`config.mk`:
```
export PLATFORM = sky130hd
export DESIGN_NAME = trs_dbg_top
export DESIGN_NICKNAME = d
export VERILOG_FILES = /design/src/trs_dbg_pkg.sv /design/src/trs_dbg_top.sv /design/src/xray_control.sv /design/src/breakpoint_slot.sv /design/src/cmd_decoder.sv /design/src/spi_byte_link.sv /design/src/bus_access_filter.sv
export SDC_FILE = /design/constraint.sdc
export NUM_CORES = 1
export LEC_CHECK = 0
export ABC_AREA = 1
export BUFFER_PORTS_ARGS = -buffer_cell sky130_fd_sc_hd__buf_2
export CAP_MARGIN = 20
export CELL_PAD_IN_SITES_DETAIL_PLACEMENT = 0
export CELL_PAD_IN_SITES_GLOBAL_PLACEMENT = 1
export CORE_UTILIZATION = 34
export DETAILED_ROUTE_END_ITERATION = 16
export PLACE_DENSITY = 0.57
export SYNTH_ARGS = -nofsm -noshare
export SYNTH_HDL_FRONTEND = slang
export SYNTH_SLANG_ARGS = --single-unit
```
`constraint.sdc`:
```
create_clock -name clk -period 2.5 [get_ports clk]
set_clock_uncertainty 0.1 [all_clocks]
set_input_delay 0.125 -clock clk [delete_from_list [all_inputs] [get_ports clk]]
set_output_delay 0.125 -clock clk [all_outputs]
set_load 0.005 [all_outputs]
```
`src/trs_dbg_pkg.sv`:
```
package trs_dbg_pkg;

  // bus and link widths
  localparam int ADDR_W   = 16;   // z80 address bus
  localparam int BYTE_W   = 8;    // spi byte, data byte
  localparam int NUM_BP   = 8;    // breakpoint slots
  localparam int BP_IDX_W = 3;    // slot index

  // input conditioning
  localparam int SYNC_STAGES = 2; // flops per async input
  localparam int FILTER_LEN  = 3; // equal samples before rd level is taken

  // identification
  localparam logic [BYTE_W-1:0] COOKIE        = 8'haf;
  localparam logic [2:0]        VERSION_MAJOR = 3'd0;
  localparam logic [4:0]        VERSION_MINOR = 5'd3;

  // host command codes, same numbering as the full board firmware
  localparam logic [BYTE_W-1:0] CMD_GET_COOKIE  = 8'd0;
  localparam logic [BYTE_W-1:0] CMD_SET_BP      = 8'd6;  // + slot, addr lo, addr hi
  localparam logic [BYTE_W-1:0] CMD_CLEAR_BP    = 8'd7;  // + slot
  localparam logic [BYTE_W-1:0] CMD_ENABLE_BP   = 8'd11;
  localparam logic [BYTE_W-1:0] CMD_DISABLE_BP  = 8'd12;
  localparam logic [BYTE_W-1:0] CMD_RESUME      = 8'd13;
  localparam logic [BYTE_W-1:0] CMD_GET_VERSION = 8'd15;
  localparam logic [BYTE_W-1:0] CMD_ABUS_READ   = 8'd18;

  // stepping states, code 2 unused
  localparam logic [1:0] XRAY_RUN    = 2'd0;
  localparam logic [1:0] XRAY_STOP   = 2'd1;
  localparam logic [1:0] XRAY_RESUME = 2'd3;

endpackage
```
`src/trs_dbg_top.sv`:
```
module trs_dbg_top import trs_dbg_pkg::*; (
  input  logic                clk,
  input  logic                rst_n,
  input  logic                sck,
  input  logic                cs_n,
  input  logic                mosi,
  input  logic [ADDR_W-1:0]   addr,
  input  logic                rd_n,
  output logic                miso,
  output logic                halted,
  output logic [BP_IDX_W-1:0] hit_index
);

  // spi link <-> decoder
  logic [BYTE_W-1:0]   rx_byte;
  logic                rx_valid;
  logic                frame_start;
  logic [BYTE_W-1:0]   tx_byte;
  logic                tx_load;

  // bus side
  logic                read_strobe;
  logic [ADDR_W-1:0]   read_addr;

  // breakpoint control
  logic                bp_set, bp_clear;
  logic [BP_IDX_W-1:0] bp_sel;
  logic [ADDR_W-1:0]   bp_addr;
  logic                bp_enable;
  logic                resume_req;
  logic [NUM_BP-1:0]   match;

  spi_byte_link u_link (
    .clk(clk), .rst_n(rst_n), .sck(sck), .cs_n(cs_n), .mosi(mosi),
    .tx_byte(tx_byte), .tx_load(tx_load), .rx_byte(rx_byte),
    .rx_valid(rx_valid), .frame_start(frame_start), .miso(miso)
  );

  cmd_decoder u_dec (
    .clk(clk), .rst_n(rst_n), .rx_byte(rx_byte), .rx_valid(rx_valid),
    .frame_start(frame_start), .read_addr(read_addr), .tx_byte(tx_byte),
    .tx_load(tx_load), .bp_set(bp_set), .bp_clear(bp_clear), .bp_sel(bp_sel),
    .bp_addr(bp_addr), .bp_enable(bp_enable), .resume_req(resume_req)
  );

  bus_access_filter u_bus (
    .clk(clk), .rst_n(rst_n), .addr(addr), .rd_n(rd_n),
    .read_strobe(read_strobe), .read_addr(read_addr)
  );

  for (genvar i = 0; i < NUM_BP; i++) begin : g_slot
    breakpoint_slot u_slot (
      .clk(clk), .rst_n(rst_n), .slot_id(BP_IDX_W'(i)), .bp_set(bp_set),
      .bp_clear(bp_clear), .bp_sel(bp_sel), .bp_addr(bp_addr),
      .read_addr(read_addr), .match(match[i])
    );
  end

  xray_control u_xray (
    .clk(clk), .rst_n(rst_n), .match(match), .read_strobe(read_strobe),
    .read_addr(read_addr), .bp_enable(bp_enable), .resume_req(resume_req),
    .halted(halted), .hit_index(hit_index)
  );

endmodule

```
`src/xray_control.sv`:
```
module xray_control import trs_dbg_pkg::*; (
  input  logic                clk,
  input  logic                rst_n,
  input  logic [NUM_BP-1:0]   match,
  input  logic                read_strobe,
  input  logic [ADDR_W-1:0]   read_addr,
  input  logic                bp_enable,
  input  logic                resume_req,
  output logic                halted,
  output logic [BP_IDX_W-1:0] hit_index
);

  logic [1:0]          state;
  logic [ADDR_W-1:0]   stop_addr;                   // where the stop hit
  logic                any_match;
  logic [BP_IDX_W-1:0] first_idx;                   // lowest matching slot
  logic                take_hit;

  // walk downwards so the lowest index wins
  always_comb begin
    first_idx = '0;
    for (int i = NUM_BP - 1; i >= 0; i--) begin
      if (match[i]) first_idx = BP_IDX_W'(i);
    end
  end

  assign any_match = |match;
  assign take_hit  = (state == XRAY_RUN) && read_strobe && bp_enable && any_match;

  always_ff @(posedge clk) begin
    if (!rst_n) begin
      state     <= XRAY_RUN;
      hit_index <= '0;
    end else begin
      case (state)
        XRAY_RUN: begin
          if (take_hit) begin
            state     <= XRAY_STOP;
            hit_index <= first_idx;
          end
        end
        XRAY_STOP: begin
          if (resume_req) state <= XRAY_RESUME;     // host done with stub
        end
        XRAY_RESUME: begin
          // back to run once the cpu refetches the stop address
          if (read_strobe && read_addr == stop_addr) state <= XRAY_RUN;
        end
        default: state <= XRAY_RUN;
      endcase
    end
  end

  always_ff @(posedge clk) begin
    if (take_hit) stop_addr <= read_addr;
  end

  assign halted = (state != XRAY_RUN);

  a_no_state2: assert property (@(posedge clk) disable iff (!rst_n)
    state != 2'd2);

endmodule

```
`src/breakpoint_slot.sv`:
```
module breakpoint_slot import trs_dbg_pkg::*; (
  input  logic                clk,
  input  logic                rst_n,
  input  logic [BP_IDX_W-1:0] slot_id,
  input  logic                bp_set,
  input  logic                bp_clear,
  input  logic [BP_IDX_W-1:0] bp_sel,
  input  logic [ADDR_W-1:0]   bp_addr,
  input  logic [ADDR_W-1:0]   read_addr,
  output logic                match
);

  logic              selected;
  logic              active;
  logic [ADDR_W-1:0] bp_addr_q;                     // watched address

  assign selected = (bp_sel == slot_id);

  always_ff @(posedge clk) begin
    if (!rst_n) begin
      active <= 1'b0;
    end else if (selected) begin
      if (bp_set) active <= 1'b1;
      else if (bp_clear) active <= 1'b0;
    end
  end

  always_ff @(posedge clk) begin
    if (selected && bp_set) bp_addr_q <= bp_addr;
  end

  // only meaningful while read_strobe is up
  assign match = active && (bp_addr_q == read_addr);

endmodule

```
`src/cmd_decoder.sv`:
```
module cmd_decoder import trs_dbg_pkg::*; (
  input  logic                clk,
  input  logic                rst_n,
  input  logic [BYTE_W-1:0]   rx_byte,
  input  logic                rx_valid,
  input  logic                frame_start,
  input  logic [ADDR_W-1:0]   read_addr,
  output logic [BYTE_W-1:0]   tx_byte,
  output logic                tx_load,
  output logic                bp_set,
  output logic                bp_clear,
  output logic [BP_IDX_W-1:0] bp_sel,
  output logic [ADDR_W-1:0]   bp_addr,
  output logic                bp_enable,
  output logic                resume_req
);

  logic              collecting;                    // 0 idle, 1 collect params
  logic [1:0]        remaining;                     // param bytes still due
  logic              is_set;                        // set_bp, else clear_bp
  logic              resp_skip;                     // next byte is the response slot
  logic              cmd_byte;                      // rx byte is a command code
  logic              param_byte;
  logic              has_resp;
  logic [BYTE_W-1:0] resp_byte;

  assign cmd_byte   = rx_valid && !frame_start && !resp_skip && !collecting;
  assign param_byte = rx_valid && !frame_start && collecting;

  // response for one-byte queries
  always_comb begin
    has_resp  = 1'b1;
    resp_byte = '0;
    case (rx_byte)
      CMD_GET_COOKIE:  resp_byte = COOKIE;
      CMD_GET_VERSION: resp_byte = {VERSION_MAJOR, VERSION_MINOR};
      CMD_ABUS_READ:   resp_byte = read_addr[BYTE_W-1:0];   // last bus read
      default:         has_resp  = 1'b0;
    endcase
  end

  always_ff @(posedge clk) begin
    if (!rst_n) begin
      collecting <= 1'b0;
      remaining  <= '0;
      is_set     <= 1'b0;
      resp_skip  <= 1'b0;
      tx_load    <= 1'b0;
      bp_set     <= 1'b0;
      bp_clear   <= 1'b0;
      bp_enable  <= 1'b0;
      resume_req <= 1'b0;
    end else begin
      tx_load    <= 1'b0;
      bp_set     <= 1'b0;
      bp_clear   <= 1'b0;
      resume_req <= 1'b0;
      if (frame_start) begin
        collecting <= 1'b0;                         // abort partial command
        resp_skip  <= 1'b0;
      end else if (rx_valid && resp_skip) begin
        resp_skip <= 1'b0;                          // dummy byte under response
      end else if (cmd_byte) begin
        tx_load   <= has_resp;
        resp_skip <= has_resp;
        case (rx_byte)
          CMD_ENABLE_BP:  bp_enable  <= 1'b1;
          CMD_DISABLE_BP: bp_enable  <= 1'b0;
          CMD_RESUME:     resume_req <= 1'b1;
          CMD_SET_BP: begin
            collecting <= 1'b1;
            remaining  <= 2'd3;                     // slot, lo, hi
            is_set     <= 1'b1;
          end
          CMD_CLEAR_BP: begin
            collecting <= 1'b1;
            remaining  <= 2'd1;                     // slot only
            is_set     <= 1'b0;
          end
          default: ;                                // unknown or query, stay idle
        endcase
      end else if (param_byte) begin
        remaining <= remaining - 1'b1;
        if (remaining == 2'd1) begin
          collecting <= 1'b0;
          bp_set     <= is_set;
          bp_clear   <= !is_set;
        end
      end
    end
  end

  always_ff @(posedge clk) begin
    if (cmd_byte && has_resp) tx_byte <= resp_byte;
  end

  // parameter register, slot and address assembled byte by byte
  always_ff @(posedge clk) begin
    if (param_byte) begin
      if (!is_set || remaining == 2'd3) bp_sel <= rx_byte[BP_IDX_W-1:0];
      else if (remaining == 2'd2) bp_addr[BYTE_W-1:0] <= rx_byte;
      else bp_addr[ADDR_W-1:BYTE_W] <= rx_byte;
    end
  end

  a_set_clear_excl: assert property (@(posedge clk) disable iff (!rst_n)
    !(bp_set && bp_clear));

endmodule

```
`src/spi_byte_link.sv`:
```
module spi_byte_link import trs_dbg_pkg::*; (
  input  logic              clk,
  input  logic              rst_n,
  input  logic              sck,
  input  logic              cs_n,
  input  logic              mosi,
  input  logic [BYTE_W-1:0] tx_byte,
  input  logic              tx_load,
  output logic [BYTE_W-1:0] rx_byte,
  output logic              rx_valid,
  output logic              frame_start,
  output logic              miso
);

  // one extra stage on sck and cs_n for edge detection
  logic [SYNC_STAGES:0]   sck_q;
  logic [SYNC_STAGES:0]   cs_q;
  logic [SYNC_STAGES-1:0] mosi_q;
  logic                   sck_s, cs_s, mosi_s;
  logic                   sck_rise, sck_fall;
  logic                   cs_fall;
  logic                   cs_active;

  logic [$clog2(BYTE_W)-1:0] bit_cnt;               // bits of current rx byte
  logic [BYTE_W-1:0]         rx_shift;
  logic [BYTE_W-1:0]         tx_shift;              // response, msb first
  logic                      miso_q;

  assign sck_s  = sck_q[SYNC_STAGES-1];
  assign cs_s   = cs_q[SYNC_STAGES-1];
  assign mosi_s = mosi_q[SYNC_STAGES-1];

  assign sck_rise  = sck_s && !sck_q[SYNC_STAGES];
  assign sck_fall  = !sck_s && sck_q[SYNC_STAGES];
  assign cs_fall   = !cs_s && cs_q[SYNC_STAGES];
  assign cs_active = !cs_s;

  always_ff @(posedge clk) begin
    if (!rst_n) begin
      sck_q <= '0;
      cs_q  <= '1;                                  // deselected
    end else begin
      sck_q <= {sck_q[SYNC_STAGES-1:0], sck};
      cs_q  <= {cs_q[SYNC_STAGES-1:0], cs_n};
    end
  end

  always_ff @(posedge clk) begin
    mosi_q <= {mosi_q[SYNC_STAGES-2:0], mosi};      // aligned with sck_q
  end

  // receive side
  always_ff @(posedge clk) begin
    if (!rst_n) begin
      bit_cnt     <= '0;
      rx_valid    <= 1'b0;
      frame_start <= 1'b0;
    end else begin
      frame_start <= cs_fall;
      rx_valid    <= 1'b0;
      if (cs_fall || !cs_active) begin
        bit_cnt <= '0;                              // new frame restarts byte
      end else if (sck_rise) begin
        bit_cnt  <= bit_cnt + 1'b1;                 // wraps after 8 bits
        rx_valid <= (bit_cnt == BYTE_W - 1);
      end
    end
  end

  always_ff @(posedge clk) begin
    if (cs_active && sck_rise) rx_shift <= {rx_shift[BYTE_W-2:0], mosi_s};
  end

  assign rx_byte = rx_shift;

  // transmit side, bit goes out on sck fall, master samples on rise
  always_ff @(posedge clk) begin
    if (!rst_n) begin
      tx_shift <= '0;
      miso_q   <= 1'b0;
    end else if (cs_fall) begin
      tx_shift <= '0;                               // drop leftovers of old frame
      miso_q   <= 1'b0;
    end else if (tx_load) begin
      tx_shift <= tx_byte;
    end else if (cs_active && sck_fall) begin
      miso_q   <= tx_shift[BYTE_W-1];
      tx_shift <= {tx_shift[BYTE_W-2:0], 1'b0};
    end
  end

  assign miso = cs_active ? miso_q : 1'b0;          // low, never z, outside frame

  // bytes only complete inside a frame
  a_rx_in_frame: assert property (@(posedge clk) disable iff (!rst_n)
    rx_valid |-> !cs_s);

endmodule

```
`src/bus_access_filter.sv`:
```
module bus_access_filter import trs_dbg_pkg::*; (
  input  logic              clk,
  input  logic              rst_n,
  input  logic [ADDR_W-1:0] addr,
  input  logic              rd_n,
  output logic              read_strobe,
  output logic [ADDR_W-1:0] read_addr
);

  logic [SYNC_STAGES-1:0] rd_q;                     // rd_n synchronizer
  logic [ADDR_W-1:0]      addr_q [SYNC_STAGES];     // addr synchronizer
  logic                   rd_s;
  logic [FILTER_LEN-2:0]  hist;                     // older rd samples
  logic [FILTER_LEN-1:0]  window;
  logic                   reading;                  // filtered level, 1 = read cycle

  assign rd_s   = rd_q[SYNC_STAGES-1];
  assign window = {hist, rd_s};                     // newest sample included

  always_ff @(posedge clk) begin
    addr_q[0] <= addr;
    for (int i = 1; i < SYNC_STAGES; i++) begin
      addr_q[i] <= addr_q[i-1];
    end
  end

  always_ff @(posedge clk) begin
    if (!rst_n) begin
      rd_q        <= '1;                            // bus idle
      hist        <= '1;
      reading     <= 1'b0;
      read_strobe <= 1'b0;
    end else begin
      rd_q        <= {rd_q[SYNC_STAGES-2:0], rd_n};
      hist        <= {hist[FILTER_LEN-3:0], rd_s};
      read_strobe <= 1'b0;
      if (window == '0) begin
        reading     <= 1'b1;
        read_strobe <= !reading;                    // only on entry
      end else if (&window) begin
        reading <= 1'b0;
      end
    end
  end

  // address of the cycle, taken together with the strobe
  always_ff @(posedge clk) begin
    if (window == '0 && !reading) read_addr <= addr_q[SYNC_STAGES-1];
  end

  // one strobe per read cycle
  a_strobe_single: assert property (@(posedge clk) disable iff (!rst_n)
    read_strobe |=> !read_strobe);

endmodule

```
# Word-level counts from Yosys, hierarchy flattened
# Memory sizes are Yosys's and may differ from the RTL's. A register that Yosys moved wholly into a read port is not among the register bits.
# Cells that the tools add are included.
word_totals:
  mem_bits_rw: 32
  reg_bits: 230
  out_inout_bits: 5
  in_bits: 22
  wordCells: 207
  memories: 1
op_classes:
  bitwise: 10
  n_addsub: 2
  n_reduce_logical: 84
  eq_ne: 34
  n_mux: 31
memory_table:
  columns: ["memory", "depth", "word_bits", "read_ports", "rd_clocked_by_memory_dff", "write_ports", "line_no", "text"]
  rows:
  - ["u_bus.addr_q", 2, 16, 2, 1, 2, "bus_access_filter.sv:11", "logic [ADDR_W-1:0] addr_q [SYNC_STAGES];"]
op_table:
  columns: ["operator", "count"]
  rows:
  - ["== test 16 bit", 9]
  - ["== test 8 x 4 -> 1 bit, second input constant", 4]
  - ["logical AND 1 bit", 32]
  - ["two-way mux 3 bit", 8]
  - ["one-hot mux 8 bit (3 select lines)", 1]
  - ["AND reduction 2 bit", 12]
  - ["== test 8 x 3 -> 1 bit, second input constant", 2]
  - ["two-way mux 8 bit", 2]
  - ["AND reduction 4 bit", 4]
  - ["nonzero test 2 bit", 8]
  - ["== test 3 bit, second input constant", 5]
  - ["AND reduction 3 bit", 4]
  - ["two-way mux 1 bit", 11]
  - ["two-way mux 2 bit", 5]
  - ["NOT 1 bit", 10]
  - ["OR reduction 3 bit", 3]
  - ["== test 8 x 5 -> 1 bit, second input constant", 1]
  - ["zero test 1 bit", 8]
  - ["zero test 8 bit", 1]
  - ["OR reduction 2 bit", 4]
  - ["OR reduction 8 bit", 1]
  - ["== test 2 bit, second input constant", 3]
  - ["== test 3 x 2 -> 1 bit, second input constant", 2]
  - ["zero test 3 bit", 2]
  - ["other kinds (14)", 19]

# Longest topological paths before layout
logic_depth:
  ltp_word: 10
  ltp_mapped: 17
  depth_no_buf: 16

# Hierarchy
# Synthesis repeated with hierarchy kept, for this count alone.
unflattened:
  cells_unflattened: 1174
  area_unflattened_um2: 11925.2
modules_own_cells:
  columns: ["module", "area_each_um2", "seq_area_each_um2", "n_inst", "cells_each"]
  rows:
  - ["breakpoint_slot", 845.8, 500.5, 8, 88]
  - ["cmd_decoder", 1585.3, 1011.0, 1, 144]
  - ["bus_access_filter", 1312.5, 1241.2, 1, 70]
  - ["spi_byte_link", 1157.4, 680.7, 1, 122]
  - ["xray_control", 1096.1, 580.6, 1, 132]
  - ["trs_dbg_top", 7.5, 0.0, 1, 2]

# Least setup slack after synthesis
# OpenSTA, ideal clock, no wires.
synth_timing:
  path_kind: "register to register"
  startpoint: "reg u_dec.bp_sel[2]"
  endpoint: "reg g_slot[2].u_slot.bp_addr_q[0] (enable)"
  setup_time_ps: 433
  path_stages_with_launch: 2
  path_buffers: 0
  arrival_time_ps: 2168
  required_ps: 1967
  synth_period_minus_slack_ps: 2701
  setup_slack_ps: -201
  path_cell_list: "edfxtp_1 -> nor4_1"
synth_via:
  elab_chain_len: 2
synth_rtl:
  columns: ["item", "line_no", "text"]
  rows:
  - ["start, declared", "cmd_decoder.sv:12", "output logic [BP_IDX_W-1:0] bp_sel,"]
  - ["start signal, assigned", "cmd_decoder.sv:100", "if (!is_set || remaining == 2'd3) bp_sel <= rx_byte[BP_IDX_W-1:0];"]
  - ["== test 3 x 2 -> 1 bit", "breakpoint_slot.sv:17", "assign selected = (bp_sel == slot_id);"]
  - ["logical AND 1 bit", "breakpoint_slot.sv:29", "if (selected && bp_set) bp_addr_q <= bp_addr;"]
  - ["end signal, assigned", "breakpoint_slot.sv:29", null]
  - ["end, declared", "breakpoint_slot.sv:15", "logic [ADDR_W-1:0] bp_addr_q;"]
# No other way between the ends.
# A chain may end at the register's enable or synchronous reset.

# Worst setup path after layout
layout_timing:
  startpoint: "reg u_bus.read_addr[11] (read register of u_bus.addr_q)"
  endpoint: "reg u_xray.stop_addr[0] (enable)"
layout_via:
  elab_chain_len: 4
  elab_cells_between_ends: 18
  classes_between: "eq/ne: 8; reduce/logical: 10"
layout_rtl:
  columns: ["item", "line_no", "text"]
  rows:
  - ["start, declared", "bus_access_filter.sv:7", "output logic [ADDR_W-1:0] read_addr"]
  - ["== test 16 bit", "breakpoint_slot.sv:33", "assign match = active && (bp_addr_q == read_addr);"]
  - ["logical AND 1 bit", "breakpoint_slot.sv:33", null]
  - ["OR reduction 8 bit *", "xray_control.sv:27", "assign any_match = |match;"]
  - ["logical AND 1 bit *", "xray_control.sv:28", "assign take_hit = (state == XRAY_RUN) && read_strobe && bp_enable && any_match;"]
  - ["named net u_xray.take_hit", "xray_control.sv:17", "logic take_hit;"]
  - ["end signal, assigned", "xray_control.sv:55", "if (take_hit) stop_addr <= read_addr;"]
  - ["end, declared", "xray_control.sv:14", "logic [ADDR_W-1:0] stop_addr;"]
# Mark *: on every way through the listed nets, which the timed path passes. The rest lies on a longest branch.

==> impl_results.html <==
<table>
<tr><th>Metric</th><th>Value</th></tr>
<tr><th colspan="2">Clocking</th></tr>
<tr><td>Number of sinks handled by clock tree synthesis</td><td>278</td></tr>
<tr><td>Num CTS Buffers</td><td>31</td></tr>
<tr><td>CTS tree</td><td>done</td></tr>
<tr><td>Number of buffers between clock root and the deepest sink</td><td>3</td></tr>
<tr><td>H-tree depth reported by CTS</td><td>1</td></tr>
<tr><td>Clock-pin slew on the worst setup and hold paths</td><td>0.06 ns</td></tr>
<tr><td>Insertion delay to the later sink of the worst-skew pair</td><td>0.58 ns</td></tr>
<tr><td>Master cell of the clock root buffer</td><td>sky130_fd_sc_hd__clkbuf_16</td></tr>
<tr><th colspan="2">STA</th></tr>
<tr><td>Minimum clock period</td><td>2.37 ns</td></tr>
<tr><td>Number of max-slew violations in the final report</td><td>0</td></tr>
<tr><td>Worst path setup slack after routing</td><td>0.129 ns</td></tr>
<tr><td>Final setup vio count</td><td>0</td></tr>
<tr><td>RSZ-0062 raised after global routing</td><td>yes</td></tr>
<tr><td>Max_slew headroom</td><td>0.441</td></tr>
<tr><td>Final Hold Slack</td><td>0.0767 ns</td></tr>
<tr><td>Slew at the pin with the worst max-slew slack</td><td>0.838 ns</td></tr>
<tr><td>Period utilisation layout</td><td>0.949</td></tr>
<tr><td>Peak Freq</td><td>422 MHz</td></tr>
<tr><td>Number of failing hold endpoints at the final stage</td><td>0</td></tr>
<tr><th colspan="2">Cells and area</th></tr>
<tr><td>Area overhead of the layout relative to synthesis</td><td>19.7%</td></tr>
<tr><td>Share of layout cells above drive strength 1</td><td>0.127</td></tr>
<tr><td>Leading cell type in the layout, fill and taps excluded</td><td>sky130_fd_sc_hd__nand2_1</td></tr>
<tr><td>Count of antenna diodes in the layout</td><td>0</td></tr>
<tr><td>Nets</td><td>1346</td></tr>
<tr><td>Most frequent cells in the layout</td><td>sky130_fd_sc_hd__nand2_1 (286), sky130_fd_sc_hd__edfxtp_1 (195), sky130_fd_sc_hd__inv_1 (149)</td></tr>
<tr><th colspan="2">Setup path</th></tr>
<tr><td>Logic depth of the worst register-to-register path</td><td>11</td></tr>
<tr><td>Worst Path Class, Setup</td><td>flop to flop</td></tr>
<tr><td>Largest fanout of any net on the critical path</td><td>18</td></tr>
<tr><td>Data arrival time of the critical path</td><td>2.53 ns</td></tr>
<tr><td>Largest stage delay, worst path</td><td>0.40 ns</td></tr>
<tr><td>Start point of the critical path</td><td>u_bus.read_addr[11]</td></tr>
<tr><td>Setup slack on the worst flop-to-flop path</td><td>0.13 ns</td></tr>
<tr><td>Required time of the worst setup path</td><td>2.66 ns</td></tr>
<tr><td>Critical path capture point type</td><td>flop</td></tr>
<tr><td>Launching element type of the critical path</td><td>flop</td></tr>
<tr><td>Cell with the largest stage delay on the worst path</td><td>sky130_fd_sc_hd__edfxtp_1</td></tr>
<tr><td>R2r endpoint</td><td>u_xray.stop_addr[0]</td></tr>
<tr><td>Chain of cells forming the critical path</td><td>inv_2, or2_1, o21ai_1, nor2_1, nand3_1, nor2_1, nand3_1, nand2_1, o21ai_1, nand2_2, buf_12</td></tr>
<tr><td>Reg-to-Reg Start</td><td>u_bus.read_addr[11]</td></tr>
<tr><th colspan="2">Place</th></tr>
<tr><td>Setup slack after placement</td><td>0.102 ns</td></tr>
<tr><td>I/O Buffers</td><td>26</td></tr>
<tr><td>Sum of net half-perimeters after detailed placement</td><td>25.5 mm</td></tr>
<tr><td>Routability-driven placement congestion ratio</td><td>0.864</td></tr>
<tr><th colspan="2">Drt</th></tr>
<tr><td>Via-to-Cell Ratio</td><td>4.81</td></tr>
<tr><td>Drt wl/cell</td><td>20.5 um</td></tr>
<tr><td>Detailed-route via count</td><td>8647</td></tr>
<tr><td>First-pass iteration count of the detailed router</td><td>5</td></tr>
<tr><td>Post-detailed-route DRC marker count</td><td>0</td></tr>
<tr><td>Detail Route Antenna Nets</td><td>0</td></tr>
<tr><td>Routed wire length</td><td>36.9 mm</td></tr>
<tr><td>First DRT Iteration DRCs</td><td>715</td></tr>
<tr><th colspan="2">Worst hold path</th></tr>
<tr><td>Hold/Removal Path Class</td><td>input pin to flop</td></tr>
<tr><td>Worst min-delay path endpoint</td><td>u_bus.addr_q[0][8]</td></tr>
<tr><td>Startpoint of the worst hold path</td><td>addr[8]</td></tr>
<tr><td>Worst Hold Path Cells</td><td>2</td></tr>
<tr><th colspan="2">Synthesis</th></tr>
<tr><td>Primary FF master, synth</td><td>sky130_fd_sc_hd__edfxtp_1</td></tr>
<tr><td>Number of enable flip-flop cells after synthesis</td><td>195</td></tr>
<tr><td>Fraction of registers with async set or reset after synthesis</td><td>0</td></tr>
<tr><td>Portion of the post-synthesis area used by sequential elements</td><td>0.633</td></tr>
<tr><td>Number of nets produced by synthesis</td><td>1235</td></tr>
<tr><td>Largest area contributor in the synthesized netlist</td><td>sky130_fd_sc_hd__edfxtp_1</td></tr>
<tr><td>Synth area leaders</td><td>sky130_fd_sc_hd__edfxtp_1 (49%), sky130_fd_sc_hd__dfxtp_1 (14%), sky130_fd_sc_hd__nand2_1 (9.1%)</td></tr>
<tr><td>Post-synthesis sequential element count</td><td>278</td></tr>
<tr><td>Ys Warns</td><td>0</td></tr>
<tr><td>Gate count of the mapped netlist</td><td>1208</td></tr>
<tr><td>Library cells used by synthesis</td><td>44</td></tr>
<tr><td>Post-Syn Area</td><td>0.0119 mm^2</td></tr>
<tr><td>Synthesized area divided by synthesized cell count</td><td>9.83 um^2</td></tr>
<tr><td>Top cell type's share of synthesized area</td><td>0.493</td></tr>
<tr><th colspan="2">Floorplan</th></tr>
<tr><td>Area of the core region</td><td>0.0345 mm^2</td></tr>
<tr><td>Starting density of the core</td><td>0.345</td></tr>
<tr><td>Die area</td><td>0.0357 mm^2</td></tr>
<tr><td>Top Ports</td><td>27</td></tr>
<tr><td>Cell row count</td><td>68</td></tr>
<tr><td>Width of the die</td><td>189 um</td></tr>
<tr><td>Y dimension of the die</td><td>189 um</td></tr>
<tr><th colspan="2">Global routing</th></tr>
<tr><td>Remaining global-route overflow</td><td>0</td></tr>
<tr><td>Total routing usage reported by global routing</td><td>0.210</td></tr>
<tr><td>Largest net degree at the start of global routing</td><td>21</td></tr>
<tr><td>First-pass GRT wire length</td><td>54.1 mm</td></tr>
<tr><td>Number of antenna violations at the first check in global routing</td><td>1</td></tr>
<tr><td>Vias in the first global route</td><td>8320</td></tr>
<tr><th colspan="2">Job</th></tr>
<tr><td>Max Cap Violations</td><td>0</td></tr>
<tr><th colspan="2">Power</th></tr>
<tr><td>Leakage</td><td>5.64 nW</td></tr>
<tr><td>VDD IR-drop max</td><td>691 uV</td></tr>
<tr><td>Power density normalized to cell area</td><td>678 mW/mm^2</td></tr>
<tr><th colspan="2">Run status</th></tr>
<tr><td>Outcome</td><td>finished clean</td></tr>
</table>
[synth_stat cells, types with 6 or more instances]
library cell and count:
sky130_fd_sc_hd__nand2_1 287, sky130_fd_sc_hd__edfxtp_1 195, sky130_fd_sc_hd__inv_1 151, sky130_fd_sc_hd__nor2_1 138
sky130_fd_sc_hd__dfxtp_1 83, sky130_fd_sc_hd__o21ai_0 64, sky130_fd_sc_hd__nand3_1 54, sky130_fd_sc_hd__xnor2_1 34
sky130_fd_sc_hd__a21oi_1 27, sky130_fd_sc_hd__nand4_1 26, sky130_fd_sc_hd__nor3_1 22, sky130_fd_sc_hd__or2_2 17
sky130_fd_sc_hd__nor3b_1 11, sky130_fd_sc_hd__nor4_1 10, sky130_fd_sc_hd__buf_2 8, sky130_fd_sc_hd__buf_4 8
sky130_fd_sc_hd__o21ai_1 6
[how the worst max path moves through the flow]
stage | to | slack, ns | depth (start not counted)
6_report | u_xray.stop_addr[0] | 0.13 | 11
3_5_place_dp | u_xray.stop_addr[4] | 0.10 | 9
2_1_floorplan | u_xray.stop_addr[0] | 0.46 | 10
3_3_place_gp | u_xray.stop_addr[2] | 0.1 | 9
4_1_cts | u_xray.stop_addr[1] | 0.06 | 9
5_1_grt | u_xray.state[0] | -0.02 | 13
[worst max-delay path: cells and delay by family (launching register included)]
kind	cells	cell delay, ns
DFF	1	0.40
buffers and inverters	2	0.48
AOI/OAI and AO/OA	2	0.21
and+or+nand+nor	7	0.86
[what timing repair did]
item	in CTS	in global routing
buffers inserted	0	4
hold buffers	22	0
endpoints found under the hold margin	32	0
resized for setup	0	10
setup endpoints to repair	0	17
[registers in the layout, summed over array words and instances (netlist names), 3 cells and up]
register                 count
u_link.bit_cnt               3
u_xray.hit_index             3
u_xray.stop_addr            16
u_bus.addr_q                32
u_bus.read_addr             16
u_dec.bp_sel                 3
u_link.cs_q                  3
u_dec.tx_byte                8
u_link.rx_byte               8
g_slot.u_slot.active         8
g_slot.u_slot.bp_addr_q    128
u_dec.bp_addr               16
u_link.sck_q                 3
u_link.tx_shift              8
[per-stage QoR]
step | std cells | power (mW) | setup TNS [ns] | util | instance area (um^2)
floorplan | 1208 | 5.03 | 0 | - | 11900
global placement | 1715 | 5.06 | 0 | 0.373 | 12900
detailed placement | 1715 | 5.06 | 0 | 0.373 | 12900
CTS | 1795 | 9.74 | 0 | 0.410 | 14100
global route | 1799 | 9.93 | -0.0177 | 0.413 | 14200
finish | 1799 | 9.65 | 0 | 0.413 | 14200
[layer usage]
| metal | share of wire | track usage | wire [um] | vias up |
|---|---|---|---|---|
| met5 | 0 | 0 | 0 | - |
| met4 | 0.029 | 0.0673 | 1060 | 0 |
| met3 | 0.060 | 0.0335 | 2220 | 60 |
| met2 | 0.45 | 0.334 | 16600 | 267 |
| met1 | 0.46 | 0.292 | 17100 | 4082 |
| li1 | - | - | - | 4238 |
[final cells by class]
| cell class | count | area, um^2 |
|---|---|---|
| sequential | 278 | 7520 |
| timing repair buffer | 103 | 830 |
| clock buffer | 46 | 956 |
| fill | 3406 | 20200 |
| clock inverter | 12 | 98.8 |
| inverter | 156 | 593 |
| tap | 455 | 569 |
| multi-input combinational | 749 | 3660 |
[cell families after synthesis]
logic type | count (synthesis) | share of synthesized area
DFF | 278 | 0.633
AOI/OAI and AO/OA | 129 | 0.0617
xor gates and xnor gates | 39 | 0.0288
adders and majority gates | 5 | 0.00527
buffers and inverters | 181 | 0.0637
and+or+nand+nor | 576 | 0.208
[where the power goes]
group | leakage (nW) | internal [mW] | switching, mW
Combinational | 2.65 | 0.0401 | 0.0312
Clock | 0.527 | 2.75 | 1.91
Sequential | 2.46 | 4.91 | 0.0121
Total | 5.64 | 7.70 | 1.95
No activity file was read; power rests on OpenSTA's default activity.
